File: config.mk
export PLATFORM = sky130hd
export DESIGN_NAME = openadc_core
export DESIGN_NICKNAME = d
export VERILOG_FILES = /design/src/hdl/oadc_pkg.sv /design/src/hdl/oadc_cfg_if.sv /design/src/hdl/adc_level_trigger.sv /design/src/hdl/adc_reg_bank.sv /design/src/hdl/extclk_monitor.sv /design/src/hdl/heartbeat_leds.sv /design/src/hdl/openadc_core.sv
export VERILOG_INCLUDE_DIRS = /design/src /design/src/hdl
export SDC_FILE = /design/constraint.sdc
export NUM_CORES = 1
export LEC_CHECK = 0
export ABC_CLOCK_PERIOD_IN_PS = 7060
export BUFFER_PORTS_ARGS = -buffer_cell sky130_fd_sc_hd__buf_2
export CAP_MARGIN = 20
export CELL_PAD_IN_SITES_DETAIL_PLACEMENT = 0
export CELL_PAD_IN_SITES_GLOBAL_PLACEMENT = 1
export CORE_UTILIZATION = 45
export CTS_CLUSTER_DIAMETER = 40
export DETAILED_ROUTE_END_ITERATION = 6
export GPL_TIMING_DRIVEN = 1
export PLACE_DENSITY_LB_ADDON = 0.1
export SLEW_MARGIN = 20
export SYNTH_ARGS = -nofsm -noshare
export SYNTH_HDL_FRONTEND = slang
export SYNTH_SLANG_ARGS = --single-unit
File: constraint.sdc
create_clock -name clk_usb -period 7.06 [get_ports clk_usb]
set_input_delay 0.353 -clock clk_usb [delete_from_list [all_inputs] [get_ports clk_usb]]
set_output_delay 0.353 -clock clk_usb [all_outputs]
set_load 0.01 [all_outputs]
File: src/hdl/oadc_settings.svh
`ifndef OADC_SETTINGS_SVH
`define OADC_SETTINGS_SVH

// adc sample width
`define OADC_SAMPLE_W 12

// target clock edges per window
`define OADC_FREQ_W 16

// window is 2**OADC_WINDOW_BITS clk_usb cycles
`define OADC_WINDOW_BITS 8

// heartbeat timer
`define OADC_TIMER_W 12
`define OADC_HEARTBEAT_BIT 5
`define OADC_FLASH_BIT 3

`endif

File: src/hdl/oadc_pkg.sv
`include "oadc_settings.svh"

package oadc_pkg;

   typedef logic [`OADC_SAMPLE_W-1:0] sample_t;
   typedef logic [`OADC_FREQ_W-1:0] freq_t;

   // byte-wide register map
   typedef enum logic [7:0] {
      REG_SETTINGS     = 8'd1,
      REG_STATUS       = 8'd2, // read only
      REG_GAIN         = 8'd4,
      REG_TRIG_LO      = 8'd5,
      REG_TRIG_HI      = 8'd6,
      REG_EXTCLK_LIMIT = 8'd7,
      REG_FREQ_LO      = 8'd8, // read only
      REG_FREQ_HI      = 8'd9  // read only
   } reg_addr_e;

   typedef enum logic [1:0] {
      LED_STATUS    = 2'd0,
      LED_HEARTBEAT = 2'd1,
      LED_EXTCLK    = 2'd2,
      LED_CHANGE    = 2'd3
   } led_mode_e;

   typedef enum logic {
      TRIG_IDLE  = 1'b0,
      TRIG_ARMED = 1'b1
   } trig_state_e;

endpackage

File: src/hdl/oadc_cfg_if.sv
`timescale 1ns/1ps

interface oadc_cfg_if;
   import oadc_pkg::*;

   // settings from the register bank
   logic      arm_pulse;
   logic      source_adc;      // 1 = adc, 0 = test counter
   led_mode_e led_mode;
   sample_t   trig_level;
   logic      monitor_disable;
   logic [7:0] extclk_limit;

   // status back to the register bank
   logic      armed;
   logic      extclk_change;
   freq_t     extclk_freq;

   modport regs (
      output arm_pulse, source_adc, led_mode, trig_level, monitor_disable, extclk_limit,
      input  armed, extclk_change, extclk_freq
   );

   modport trigger (input arm_pulse, source_adc, trig_level, output armed);

   modport monitor (
      input  monitor_disable, extclk_limit,
      output extclk_change, extclk_freq
   );

   modport leds (input armed, extclk_change, led_mode, extclk_freq);

endinterface

File: src/hdl/adc_level_trigger.sv
`timescale 1ns/1ps
`include "oadc_settings.svh"

module adc_level_trigger (
   input  logic              clk_usb,
   input  logic              reset,
   input  oadc_pkg::sample_t adc_data_i,
   output logic              trigger_adc_o,
   oadc_cfg_if.trigger       cfg
);
   import oadc_pkg::*;

   trig_state_e state;
   sample_t     test_cnt;
   sample_t     sample_d1;
   sample_t     sample_d2;
   logic        level_hit;

   always_ff @(posedge clk_usb) begin
      if (reset)
         test_cnt <= '0;
      else
         test_cnt <= test_cnt + 1'b1;
   end

   // two-stage sample delay
   always_ff @(posedge clk_usb) begin
      sample_d1 <= cfg.source_adc ? adc_data_i : test_cnt;
      sample_d2 <= sample_d1;
   end

   // msb of level picks above or below
   assign level_hit = cfg.trig_level[`OADC_SAMPLE_W-1] ? (sample_d2 > cfg.trig_level)
                                                       : (sample_d2 < cfg.trig_level);

   always_ff @(posedge clk_usb) begin
      if (reset) begin
         state         <= TRIG_IDLE;
         trigger_adc_o <= 1'b0;
      end else begin
         trigger_adc_o <= 1'b0;
         case (state)
            TRIG_IDLE: begin
               if (cfg.arm_pulse)
                  state <= TRIG_ARMED;
            end
            TRIG_ARMED: begin
               if (level_hit) begin
                  state         <= TRIG_IDLE; // single shot
                  trigger_adc_o <= 1'b1;
               end
            end
            default: state <= TRIG_IDLE;
         endcase
      end
   end

   assign cfg.armed = (state == TRIG_ARMED);

   a_trig_one_cycle: assert property (@(posedge clk_usb) disable iff (reset)
      trigger_adc_o |=> !trigger_adc_o);

   a_trig_from_armed: assert property (@(posedge clk_usb) disable iff (reset)
      trigger_adc_o |-> ($past(state) == TRIG_ARMED));

endmodule

File: src/hdl/adc_reg_bank.sv
`timescale 1ns/1ps

module adc_reg_bank (
   input  logic       clk_usb,
   input  logic       reset,
   input  logic [7:0] reg_address_i,
   input  logic [7:0] reg_datai_i,
   input  logic       reg_write_i,
   input  logic       reg_read_i,
   input  logic       pll_status_i,
   output logic [7:0] reg_datao_o,
   output logic       amp_gain_o,
   oadc_cfg_if.regs   cfg
);
   import oadc_pkg::*;

   logic [7:0] settings_q; // bit 0 reads back as zero
   logic [7:0] gain_q;
   logic [7:0] trig_lo_q;
   logic [7:0] trig_hi_q;
   logic [7:0] limit_q;
   logic [7:0] status_byte;
   logic [7:0] read_mux;
   logic [8:0] pwm_acc;

   always_ff @(posedge clk_usb) begin
      if (reset) begin
         settings_q    <= 8'h00;
         gain_q        <= 8'h00;
         trig_lo_q     <= 8'h00;
         trig_hi_q     <= 8'h00;
         limit_q       <= 8'h00;
         cfg.arm_pulse <= 1'b0;
      end else begin
         cfg.arm_pulse <= 1'b0;
         if (reg_write_i) begin
            case (reg_address_i)
               REG_SETTINGS: begin
                  settings_q    <= {reg_datai_i[7:1], 1'b0};
                  cfg.arm_pulse <= reg_datai_i[0]; // strobe only
               end
               REG_GAIN:         gain_q    <= reg_datai_i;
               REG_TRIG_LO:      trig_lo_q <= reg_datai_i;
               REG_TRIG_HI:      trig_hi_q <= reg_datai_i;
               REG_EXTCLK_LIMIT: limit_q   <= reg_datai_i;
               default: ;
            endcase
         end
      end
   end

   assign cfg.source_adc      = settings_q[1];
   assign cfg.led_mode        = led_mode_e'(settings_q[3:2]);
   assign cfg.monitor_disable = settings_q[4];
   assign cfg.trig_level      = sample_t'({trig_hi_q, trig_lo_q}); // upper nibble dropped
   assign cfg.extclk_limit    = limit_q;

   assign status_byte = {3'b000, pll_status_i, 1'b0, cfg.extclk_change, 1'b0, cfg.armed};

   always_comb begin
      case (reg_address_i)
         REG_SETTINGS:     read_mux = settings_q;
         REG_STATUS:       read_mux = status_byte;
         REG_GAIN:         read_mux = gain_q;
         REG_TRIG_LO:      read_mux = trig_lo_q;
         REG_TRIG_HI:      read_mux = trig_hi_q;
         REG_EXTCLK_LIMIT: read_mux = limit_q;
         REG_FREQ_LO:      read_mux = cfg.extclk_freq[7:0];
         REG_FREQ_HI:      read_mux = cfg.extclk_freq[15:8];
         default:          read_mux = 8'h00;
      endcase
   end

   always_ff @(posedge clk_usb) begin
      if (reset)
         reg_datao_o <= 8'h00;
      else if (reg_read_i)
         reg_datao_o <= read_mux; // held until next read
   end

   // carry out of the 8-bit sum is the pwm bit
   always_ff @(posedge clk_usb) begin
      if (reset)
         pwm_acc <= 9'd0;
      else
         pwm_acc <= {1'b0, pwm_acc[7:0]} + {1'b0, gain_q};
   end

   assign amp_gain_o = pwm_acc[8];

   a_no_rd_wr: assert property (@(posedge clk_usb) disable iff (reset)
      !(reg_write_i && reg_read_i))
      else $error("register read and write strobes high together");

endmodule

File: src/hdl/extclk_monitor.sv
`timescale 1ns/1ps

module extclk_monitor (
   input  logic        clk_usb,
   input  logic        reset,
   input  logic        extclk_i,
   input  logic        window_pulse_i,
   oadc_cfg_if.monitor cfg
);
   import oadc_pkg::*;

   logic [1:0] sync_q;
   logic       sync_d;
   logic       rise;
   freq_t      edge_cnt;
   freq_t      new_count;
   freq_t      delta;

   // extclk_i is asynchronous to clk_usb
   always_ff @(posedge clk_usb) begin
      if (reset) begin
         sync_q <= 2'b00;
         sync_d <= 1'b0;
      end else begin
         sync_q <= {sync_q[0], extclk_i};
         sync_d <= sync_q[1];
      end
   end

   assign rise = sync_q[1] & ~sync_d;

   // include an edge that lands on the pulse cycle
   assign new_count = edge_cnt + freq_t'(rise);

   assign delta = (new_count > cfg.extclk_freq) ? new_count - cfg.extclk_freq
                                                : cfg.extclk_freq - new_count;

   always_ff @(posedge clk_usb) begin
      if (reset) begin
         edge_cnt        <= '0;
         cfg.extclk_freq <= '0;
      end else if (window_pulse_i) begin
         edge_cnt        <= '0;
         cfg.extclk_freq <= new_count;
      end else begin
         edge_cnt <= new_count;
      end
   end

   // sticky until the monitor is disabled
   always_ff @(posedge clk_usb) begin
      if (reset)
         cfg.extclk_change <= 1'b0;
      else if (cfg.monitor_disable)
         cfg.extclk_change <= 1'b0;
      else if (window_pulse_i && (cfg.extclk_freq != '0) &&
               (delta > freq_t'(cfg.extclk_limit)))
         cfg.extclk_change <= 1'b1;
   end

endmodule

File: src/hdl/heartbeat_leds.sv
`timescale 1ns/1ps
`include "oadc_settings.svh"

module heartbeat_leds (
   input  logic     clk_usb,
   input  logic     reset,
   output logic     window_pulse_o,
   output logic     led_armed_o,
   output logic     led_capture_o,
   oadc_cfg_if.leds cfg
);
   import oadc_pkg::*;

   logic [`OADC_TIMER_W-1:0] timer_q;
   logic                     flash_q;
   logic                     heartbeat;

   always_ff @(posedge clk_usb) begin
      if (reset) begin
         timer_q        <= '0;
         window_pulse_o <= 1'b0;
         flash_q        <= 1'b0;
      end else begin
         timer_q        <= timer_q + 1'b1;
         window_pulse_o <= &timer_q[`OADC_WINDOW_BITS-1:0]; // once per window
         if (timer_q[`OADC_HEARTBEAT_BIT])
            flash_q <= ~timer_q[`OADC_FLASH_BIT]; // burst of fast blinks
      end
   end

   assign heartbeat = timer_q[`OADC_HEARTBEAT_BIT];

   // change flag overrides the selected mode
   always_comb begin
      if (cfg.extclk_change) begin
         led_armed_o   = flash_q;
         led_capture_o = flash_q;
      end else begin
         case (cfg.led_mode)
            LED_HEARTBEAT: begin
               led_armed_o   = heartbeat;
               led_capture_o = ~heartbeat;
            end
            LED_EXTCLK: begin
               led_armed_o   = heartbeat;
               led_capture_o = cfg.extclk_freq[0];
            end
            LED_CHANGE: begin
               led_armed_o   = heartbeat;
               led_capture_o = cfg.extclk_change;
            end
            default: begin
               led_armed_o   = cfg.armed;
               led_capture_o = cfg.armed; // trigger pending
            end
         endcase
      end
   end

   a_window_one_cycle: assert property (@(posedge clk_usb) disable iff (reset)
      window_pulse_o |=> !window_pulse_o);

endmodule

File: src/hdl/openadc_core.sv
`timescale 1ns/1ps

module openadc_core (
   input  logic              clk_usb,
   input  logic              reset,
   input  oadc_pkg::sample_t adc_data_i,
   input  logic              extclk_i,
   input  logic              pll_status_i,
   input  logic [7:0]        reg_address_i,
   input  logic [7:0]        reg_datai_i,
   input  logic              reg_write_i,
   input  logic              reg_read_i,
   output logic [7:0]        reg_datao_o,
   output logic              trigger_adc_o,
   output logic              amp_gain_o,
   output logic              led_armed_o,
   output logic              led_capture_o
);

   logic window_pulse; // heartbeat timer to monitor

   oadc_cfg_if i_cfg ();

   adc_reg_bank i_adc_reg_bank (
      .clk_usb       (clk_usb),
      .reset         (reset),
      .reg_address_i (reg_address_i),
      .reg_datai_i   (reg_datai_i),
      .reg_write_i   (reg_write_i),
      .reg_read_i    (reg_read_i),
      .pll_status_i  (pll_status_i),
      .reg_datao_o   (reg_datao_o),
      .amp_gain_o    (amp_gain_o),
      .cfg           (i_cfg.regs)
   );

   adc_level_trigger i_adc_level_trigger (
      .clk_usb       (clk_usb),
      .reset         (reset),
      .adc_data_i    (adc_data_i),
      .trigger_adc_o (trigger_adc_o),
      .cfg           (i_cfg.trigger)
   );

   extclk_monitor i_extclk_monitor (
      .clk_usb        (clk_usb),
      .reset          (reset),
      .extclk_i       (extclk_i),
      .window_pulse_i (window_pulse),
      .cfg            (i_cfg.monitor)
   );

   heartbeat_leds i_heartbeat_leds (
      .clk_usb        (clk_usb),
      .reset          (reset),
      .window_pulse_o (window_pulse),
      .led_armed_o    (led_armed_o),
      .led_capture_o  (led_capture_o),
      .cfg            (i_cfg.leds)
   );

endmodule

==> results of run 1 <==
## registers in the layout, indices dropped and copies added (netlist names), 9 cells and up
signal                            cells
i_extclk_monitor.edge_cnt            16
i_extclk_monitor.cfg.extclk_freq     16
i_adc_level_trigger.sample_d1        12
i_adc_level_trigger.sample_d2        12
i_adc_reg_bank.pwm_acc                9
i_adc_level_trigger.test_cnt         12
## power by group through the flow
| stage | clock (W) | combinational [W] | sequential, W |
|---|---|---|---|
| detailed placement | 0 | 0.000131 | 0.000825 |
| finish | 0.000838 | 0.000132 | 0.000807 |
| global placement | 0 | 0.000128 | 0.000824 |
| CTS | 0.000858 | 0.000132 | 0.000807 |
| global route | 0.000893 | 0.000148 | 0.000807 |
| floorplan | 0 | 0.0000925 | 0.000823 |
## layer usage
layer,vias up,track usage
li1,3068,-
met1,2937,0.3015
met2,167,0.3519
met5,-,0
met3,30,0.04330
met4,0,0.07854
## worst max-delay path: cells and delay by family, from the launching register on
kind                       cells  cell delay (ps)
and+or+nand+nor                6             1420
DFF                            1              310
xor gates and xnor gates       2              510
muxes                          1              240
adders and majority gates      3              900
AOI/OAI and AO/OA             10             2180
buffers and inverters          3              470
## Yosys cell counts (3+ instances only)
master	number
a22oi_1	4
a22o_1	6
a221oi_1	3
or3_1	6
nor4_1	7
a221o_1	7
nor2b_1	22
nor2_1	118
mux2_2	14
dfxtp_1	141
buf_1	3
o21ai_0	13
fa_1	3
buf_2	9
o21bai_1	7
and3_1	15
xnor2_1	23
ha_1	63
nand2_1	25
clkbuf_1	24
a31oi_1	5
nand4_1	8
mux4_2	8
nor2_2	3
inv_1	68
a211oi_1	20
nand2b_1	8
nand3_1	36
a21o_1	17
a21oi_1	51
nor3_1	9
mux2i_1	48
xor2_1	21
## kinds of logic (layout without fill, tap and decap cells)
group,count (synthesis),in the layout,synth area share
XOR/XNOR,44,44,0.04991
adder cells (fa/ha/maj),66,66,0.1099
AO/OA/AOI/OAI,157,157,0.1394
flip-flops,141,141,0.3656
buffers and inverters,106,150,0.05445
multiplexers,72,72,0.1094
AND/OR/NAND/NOR,273,273,0.1714
## cell usage in the layout (no fill, tap or decap), types with 7 or more instances in the layout
master and count:
dfxtp_1 141, nor2_1 118, inv_1 68, ha_1 63, a21oi_1 51, mux2i_1 48, buf_2 44, nand3_1 36
nand2_1 25, xnor2_1 23, nor2b_1 22, xor2_1 21, a211oi_1 20, a21o_1 17, clkbuf_16 17, and3_1 15
mux2_2 14, o21ai_0 13, nor3_1 9, nand4_1 8, nand2b_1 8, mux4_2 8, o21bai_1 7, a221o_1 7
## per-stage QoR
stage	hold slack (ps)	worst slack, ps
2_1_floorplan	309.6	1758
3_5_place_dp	312.1	902.7
4_1_cts	134.1	885.4
6_report	146.2	890.5
5_1_grt	149.2	293.5
3_3_place_gp	310.6	1147
## area by class of cell
type	count	area share
well taps	220	0.03179
inverters	68	0.02948
clock inverters	15	0.01503
flip-flops and latches	141	0.3260
multi-input cells	612	0.5179
repair buffers	50	0.03064
clock buffers	17	0.04913
## worst paths after layout
check / from / to / slack (ps) / cells after the start
hold / removal: extclk_i / i_extclk_monitor.sync_q[0]$_SDFF_PP0_ / 150 / 2
hold reg to reg: i_adc_level_trigger.sample_d1[10]$_DFF_P_ / i_adc_level_trigger.sample_d2[10]$_DFF_P_ / 330 / 0
setup reg to reg: i_extclk_monitor.sync_q[1]$_SDFF_PP0_ / i_extclk_monitor.cfg.extclk_change$_SDFFE_PP0P_ / 890 / 25
setup / recovery: i_extclk_monitor.sync_q[1]$_SDFF_PP0_ / i_extclk_monitor.cfg.extclk_change$_SDFFE_PP0P_ / 890 / 25
==> metrics, run 1 <==
Vias per Instance 5.523; Routed Antenna Nets 0; CTS HTree Levels 4; Worst Skew between 9 and 10 ps; met3 WL about 860 um; die area between 0.015 and 0.02 mm2; I/O Pins 46; Core Area around 0.017 mm2; Final Slew Violations 0; Yosys reg bits around 140; post-CTS setup buffer count 0; crit path time final around 6200 ps; Critical Path Source Type flop; crit path capture type flop; CTS clk-pin slew, worst paths 60 ps; total track usage 0.2225; Clock Power Share 0.472; vias in the first global route around 6k; GP Congestion around 0.87; Sw Ratio 0.2564; critical-path maximum fanout 14; cell count after synthesis ~860; nets 990; Req. time, crit path ~7400 ps; die height about 130 um; Final period util 0.8739; Slowest-stage cell, CP or4b_1; post-CTS sizing 0; Clock Path Buffers 2; CTS Buf Count 17; wire per inst around 17 um; relative slew slack 0.3543; WP data arrival 6460 ps; CTS tree yes; max incr delay on CP 490 ps; total routed wirelength around 19 mm; Starting DRT DRC Count ~390; layout cells sized above 1 0.1296; final setup fails 0; gr ovfl total 0; Power Density 205.2 mW/mm2; Flop pwr share 0.454; placed instance count ~1.1k; top cell type by total area after synthesis dfxtp_1; first-pass GRT wire length roughly 31 mm; net count after synthesis between 900 and 1k; Clock Latency Late Sink about 410 ps; starting density of the core 0.4640; Int Power roughly 0.0013 W; CP Class flop to flop; Die Width approximately 130 um; PortBufs 45; Overall Power about 0.0018 W; Ant. Diodes 0; Worst Hold Class input port to flop; Metal-1 WL about 9.1 mm; Residual DRC 0; NetSw 0.0004556 W; Hold Vio Cnt, Final 0; Yosys top cell area share 0.3656; Final Cell Area between 0.008 and 0.009 mm2; Post-synth EDFFs 0; routed wl met2 between 8 and 9 mm; ys async rst share 0; Slew @ Worst Pin 961.1 ps; detailed-router iteration count before antenna repair 7; f_max about 0.16 GHz; ys flop type dfxtp_1; Synth area leaders dfxtp_1 37%, ha_1 10%, mux2i_1 6.2%, nor2_1 5.7%, a21oi_1 3.3%; Cell Rows 47; max cap viols 0; Area growth, synth to finish 12.14%; Layout Cells excl Fill between 1k and 1.5k; Synth Warn # 0; Synth cell types 65; largest net degree at the start of global routing just under 90; worst IR drop on VDD around 0.15 mV; outcome finished clean; post-DP HPWL 14.14 mm; cts hold-fix bufs 0; leakage ~3.7 nW; Crit path top cell by count ha_1; fillers 1546; CTS Sinks around 140; Reg area 0.002823 mm2; placed cell area 0.008103 mm2; synthesized area approximately 0.0077 mm2; top sig layer met4; Multi-input gate area between 0.004 and 0.005 mm2; initial antenna violation count 0; Final Util 0.5203; syn avg cell area 8.989 um2; sequential element share of the synthesized area 0.3656; CTS Root Buffer Type clkbuf_16; unrepaired setup endpoints after global routing false; post-route setup TNS 0 ps; logic gate share of total power 0.074; via count 6202
Power figures use the tool's default switching activity.
==> inputs of run 2 (changes only) <==
Settings changed: BUFFER_PORTS_ARGS -buffer_cell sky130_fd_sc_hd__buf_2 to -buffer_cell sky130_fd_sc_hd__buf_4, CAP_MARGIN 20 to not set.
==> run 2 against run 1 <==
Net effect:
- sequential power about the same
- clock skew increased by 0.69 ps
- hold slack got worse by 2.8 ps
- critical endpoint unchanged
- non-clock buffer count decreased by 1
- cell area increased by 1.8%
==> metrics, run 2 (synthesized netlist as in run 1, its figures left out) <==
Critical Path Source Type flop; vias in the first global route 5903 (-1.7%); crit path capture type flop; gr ovfl total 0 (unchanged); Clock Latency Late Sink 430 ps (+20 ps); worst slack, placed 910.9 ps (+8.256 ps); Layout Cells excl Fill 1122 (-0.089%); commonest non-fill, non-tap cell in the layout dfxtp_1; total track usage 0.2278 (+0.005254); largest net degree at the start of global routing 88 (unchanged); hold path start extclk_i; fillers 1516 (-1.9%); Starting DRT DRC Count 423 (+9.9%); Top Registers i_extclk_monitor.cfg.extclk_freq (16), i_extclk_monitor.edge_cnt (16); die area 0.01769 mm2 (unchanged); f_max 0.1619 GHz (-0.13%); unrepaired setup endpoints after global routing false; CTS clk-pin slew, worst paths 70 ps (about the same); via count 6158 (-0.71%); Worst Hold Class input port to flop; Power Density 211.3 mW/mm2 (+3.0%); leakage 3.748 nW (+1.1%); Final Slew Violations 0 (unchanged); Reg area 0.002823 mm2 (unchanged); relative slew slack 0.3723 (+0.01796); R2R Path Start i_extclk_monitor.sync_q[1]$_SDFF_PP0_; cells on worst reg2reg path 25 (unchanged); Core Area 0.01664 mm2 (unchanged); Sw Ratio 0.2480 (-0.008397); post-route setup TNS 0 ps (unchanged); Vias per Instance 5.488 (-0.62%); CP Class flop to flop; total routed wirelength 19.19 mm (+1.7%); post-CTS setup buffer count 0 (unchanged); Multi-input gate area 0.004484 mm2 (unchanged); NetSw 0.0004618 W (+1.4%); Routed Antenna Nets 0 (unchanged); Slew @ Worst Pin 934.4 ps (-26.73 ps); Final Util 0.5294 (+0.009172); first-pass GRT wire length 31.11 mm (+1.1%); Die Width 133.0 um (unchanged); placed instance count 1090 (-0.092%); CTS Sinks 141 (unchanged); layout cells sized above 1 0.1275 (-0.002074); die height 133.0 um (unchanged); Area growth, synth to finish 14.11%; Ant. Diodes 0 (unchanged); setup ws final 882.7 ps (-7.766 ps); Final period util 0.8750 (+0.001100); Residual DRC 0 (unchanged); Req. time, crit path 7370 ps (+20 ps); critical path startpoint i_extclk_monitor.sync_q[1]$_SDFF_PP0_; WP data arrival 6480 ps (+20 ps); cts hold-fix bufs 0 (unchanged); post-DP HPWL 14.60 mm (+3.3%); max cap viols 0 (unchanged); Flop pwr share 0.433 (-0.021); nets 989 (-0.10%); critical-path maximum fanout 14 (unchanged); Int Power 0.001400 W (+6.0%); logic gate share of total power 0.073 (about the same); Clock Power Share 0.493 (+0.021); CTS HTree Levels 4 (unchanged); Hold Crit Depth 2 (unchanged); initial antenna violation count 0 (unchanged); CTS Root Buffer Type clkbuf_16; CTS Buf Count 17 (unchanged); worst IR drop on VDD 0.1576 mV (+2.3%); Clock Path Buffers 2 (unchanged); I/O Pins 46 (unchanged); detailed-router iteration count before antenna repair 5 (-2); crit path time final 6177 ps (+7.766 ps); Hold Vio Cnt, Final 0 (unchanged); post-CTS sizing 0 (unchanged); wire per inst 17.10 um (+1.8%); starting density of the core 0.4640 (unchanged); most frequent cells in the layout 141 x dfxtp_1, 118 x nor2_1, 68 x inv_1, 63 x ha_1, 51 x a21oi_1; CTS tree yes; Worst Skew 10.00 ps (+0.6936 ps); GP Congestion 0.8949 (+2.4%); Cell Rows 47 (unchanged); outcome finished clean; PortBufs 45 (unchanged); final setup fails 0 (unchanged)
[run 2: worst paths after layout]
| check | slack, ps | to |
|---|---|---|
| min reg2reg | 320 | i_adc_level_trigger.sample_d2[2]$_DFF_P_ |
| max reg2reg | 880 | i_extclk_monitor.cfg.extclk_change$_SDFFE_PP0P_ |
| max | 880 | i_extclk_monitor.cfg.extclk_change$_SDFFE_PP0P_ |
| min | 140 | i_extclk_monitor.sync_q[0]$_SDFF_PP0_ |
[run 2: power groups by stage]
stage               Clock (W)  Sequential (W)  Combinational, W
floorplan                   0        0.000823         0.0000925
global route         0.000970        0.000807          0.000153
CTS                  0.000940        0.000807          0.000137
detailed placement          0        0.000825          0.000136
global placement            0        0.000824          0.000133
finish               0.000919        0.000807          0.000137
[run 2: final cells by class]
| cell class | instances | share of cell area |
|---|---|---|
| Clock buffer | 18 | 0.04871 |
| Clock inverter | 14 | 0.02002 |
| Inverter | 68 | 0.02897 |
| Multi-Input combinational cell | 612 | 0.5089 |
| Sequential cell | 141 | 0.3204 |
| Tap cell | 220 | 0.03124 |
| Timing Repair Buffer | 49 | 0.04175 |
[run 2: through the flow]
step	hold WS [ps]	instance area [um2]	power (W)
3_5_place_dp	312.1	8205	0.0009607
4_1_cts	127.2	8811	0.001883
6_report	143.4	8811	0.001862
3_3_place_gp	310.6	8205	0.0009574
2_1_floorplan	309.6	7721	0.0009159
5_1_grt	132.6	8811	0.001929
[run 2: critical path: stages (launching register included)]
cell     delay [ps]
dfxtp_1         330
nor2b_1         130
ha_1            170
nand3_1         100
inv_1           120
nand3_1         200
xnor2_1         370
inv_1            80
ha_1            460
a21o_1          280
a31o_1          250
a221o_1         360
a21oi_1         120
a21o_1          340
buf_4           280
mux2i_1         240
xnor2_1         110
ha_1            310
nand4_1         120
or3_1           370
o21ai_0         150
or4b_1          490
nor4_2          310
and3_1          200
a211o_1          90
a31oi_1          80
[run 2: layer usage]
metal / GRT usage / share of wire / wire length [um]
met1: 0.3129 / 0.49 / 9430
met2: 0.3645 / 0.46 / 8767
met3: 0.03640 / 0.039 / 743
met4: 0.07280 / 0.013 / 245
met5: 0 / 0 / 0
==> inputs of run 3 (changes only) <==
Settings changed: ABC_AREA set to 1.
==> run 3 against run 2 <==
Net effect:
- maximum frequency up 23%
- global-route usage rose by 2.3 points
- area after synthesis increased by 2.8%
- cell count grew 27%
- total power decreased by 1.7%
- hold slack worse by 17 ps
- cell area is 2.9% higher
- wire length grew 13%
- die area is 2.8% higher
- sequential cell count unchanged
- critical endpoint unchanged
==> metrics, run 3 <==
outcome finished clean; Area growth, synth to finish 14.15% (about the same); critical path startpoint i_extclk_monitor.sync_q[1]$_SDFF_PP0_; leakage 4.175 nW (+11%); synthesized area 0.007939 mm2 (+2.8%); Slowest-stage cell, CP o41ai_1; CTS HTree Levels 4 (unchanged); sequential element share of the synthesized area 0.3556 (-0.01003); Worst Skew 7.769 ps (-2.234 ps); R2R Path Start i_extclk_monitor.sync_q[1]$_SDFF_PP0_; nets 1282 (+30%); CTS tree yes; Req. time, crit path 7360 ps (about the same); starting density of the core 0.4606 (-0.003366); most common cell in the synthesized netlist nand2_1; I/O Pins 46 (unchanged); Clock Path Buffers 2 (unchanged); Yosys reg bits 141 (unchanged); unrepaired setup endpoints after global routing false; hold path start adc_data_i[0]; worst hold margin 126.3 ps (-17.06 ps); Routed Antenna Nets 0 (unchanged); layout cells sized above 1 0.1063 (-0.02122); Synth cell types 48 (-26%); Die Width 134.8 um (+1.4%); Crit path top cell by count nand2_1; placed instance count 1388 (+27%); ys async rst share 0 (unchanged); net count after synthesis 1241 (+29%); ys flop type dfxtp_1; Final period util 0.7121 (-0.1629); Ant. Diodes 0 (unchanged); Worst Hold Class input port to flop; cts hold-fix bufs 0 (unchanged); relative slew slack 0.4474 (+0.07506); vias in the first global route 6845 (+16%); gr ovfl total 0 (unchanged); GP Congestion 0.8878 (-0.79%); die height 134.8 um (+1.4%); total track usage 0.2507 (+0.02291); post-CTS setup buffer count 0 (unchanged); CTS Sinks 141 (unchanged); top cell type by total area after synthesis dfxtp_1; Residual DRC 0 (unchanged); Post-synth EDFFs 0 (unchanged); Critical Path Source Type flop; WP data arrival 5330 ps (-1150 ps); Yosys top cell area share 0.3556 (-0.01003); Synth Area in Compound Gates 0.1578 (+0.01840); Synth Warn # 0 (unchanged); multiplexer share of the synthesized area 0.002679 (-0.1067); total routed wirelength 21.67 mm (+13%); post-DP HPWL 16.97 mm (+16%); Cell Rows 48 (+2.1%); cell count after synthesis 1141 (+33%); die area 0.01818 mm2 (+2.8%); Final Slew Violations 0 (unchanged); f_max 0.1989 GHz (+23%); worst IR drop on VDD 0.2001 mV (+27%); crit path capture type flop; syn avg cell area 6.958 um2 (-23%); xor and xnor fraction of the mapped netlist area 0.01749 (-0.03242); CTS clk-pin slew, worst paths 60 ps (about the same); Slew @ Worst Pin 827.8 ps (-106.5 ps); wire per inst 15.26 um (-11%); Core Area 0.01724 mm2 (+3.6%); Synth area leaders dfxtp_1 36%, nand2_1 12%, ha_1 9.9%, inv_1 8.8%, a21oi_1 5.5%; post-CTS sizing 0 (unchanged); final setup fails 0 (unchanged); commonest non-fill, non-tap cell in the layout nand2_1; largest net degree at the start of global routing 58 (-34%); Starting DRT DRC Count 379 (-10%); critical-path maximum fanout 18 (+4); CTS Buf Count 17 (unchanged); CTS Root Buffer Type clkbuf_16; Layout Cells excl Fill 1420 (+27%); initial antenna violation count 0 (unchanged); max cap viols 0 (unchanged); CP Class flop to flop; Clock Latency Late Sink 420 ps (about the same); Hold Vio Cnt, Final 0 (unchanged); most frequent cells in the layout 256 x nand2_1, 187 x inv_1, 141 x dfxtp_1, 112 x nor2_1, 88 x a21oi_1; top post-synthesis cells by count 257 x nand2_1, 187 x inv_1, 141 x dfxtp_1; post-synthesis adder-cell area fraction 0.1069 (-0.003013); simple-gate share of the synthesized area 0.2509 (+0.07946); max incr delay on CP 460 ps (-30 ps); largest family of logic cells by synthesized area simple AND/OR/NAND/NOR gates; Power Density 202.1 mW/mm2 (-4.4%); Vias per Instance 5.023 (-8.5%); via count 7133 (+16%); first-pass GRT wire length 34.69 mm (+12%); Top Registers i_extclk_monitor.cfg.extclk_freq (16), i_extclk_monitor.edge_cnt (16); crit path time final 5027 ps (-1150 ps); Overall Power 0.001831 W (-1.7%); detailed-router iteration count before antenna repair 6 (+1); post-route setup TNS 0 ps (unchanged); PortBufs 45 (unchanged)
run 3: worst max-delay path: cells and delay by family (launching register included):
family,cells,cell delay (ps)
adders and majority gates,4,990
xor gates and xnor gates,2,380
DFF,1,310
AOI/OAI and AO/OA,3,620
buffers and inverters,4,220
and+or+nand+nor,20,2360
run 3: path summary, 6_finish.rpt:
kind | endpoint | slack [ps] | depth (start not counted)
worst max-delay path | i_extclk_monitor.cfg.extclk_change$_SDFFE_PP0P_ | 2030 | 33
worst min-delay path | i_adc_level_trigger.sample_d1[0]$_DFF_P_ | 130 | 3
worst max register to register | i_extclk_monitor.cfg.extclk_change$_SDFFE_PP0P_ | 2030 | 33
worst min register to register | i_adc_level_trigger.sample_d2[6]$_DFF_P_ | 330 | 0
run 3: per-layer routing:
metal	share of wire	global-route usage
met4	0.026	0.09051
met5	0	0
met3	0.029	0.03941
met2	0.48	0.4433
met1	0.46	0.3063
run 3: cell families (layout without fill, tap and decap cells):
family | after synthesis | after routing
AO/OA/AOI/OAI | 223 | 223
XOR/XNOR | 15 | 15
adder cells (fa/ha/maj) | 66 | 66
buffers and inverters | 227 | 281
flip-flops | 141 | 141
multiplexers | 2 | 2
AND/OR/NAND/NOR | 467 | 467
run 3: stage by stage:
step,utilization,cell area [um2],setup WS [ps]
5_1_grt,0.5258,9062,1432
2_1_floorplan,-,7939,2661
3_3_place_gp,0.4911,8464,2211
3_5_place_dp,0.4911,8464,2061
6_report,0.5258,9062,2033
4_1_cts,0.5256,9060,2027
run 3: final cells by class:
class | instances | area (um2)
Tap cell | 225 | 281.5
Fill cell | 1768 | 8174
Timing Repair Buffer | 46 | 345.3
Multi-Input combinational cell | 773 | 4255
Sequential cell | 141 | 2823
Clock inverter | 14 | 156.4
Clock buffer | 18 | 439.2
Inverter | 203 | 762.0
run 3: power breakdown:
group	leakage, nW	internal, W	switching (W)
clock network	0.285	0.000535	0.000359
logic	2.75	0.0000499	0.0000810
registers	1.14	0.000803	0.00000314
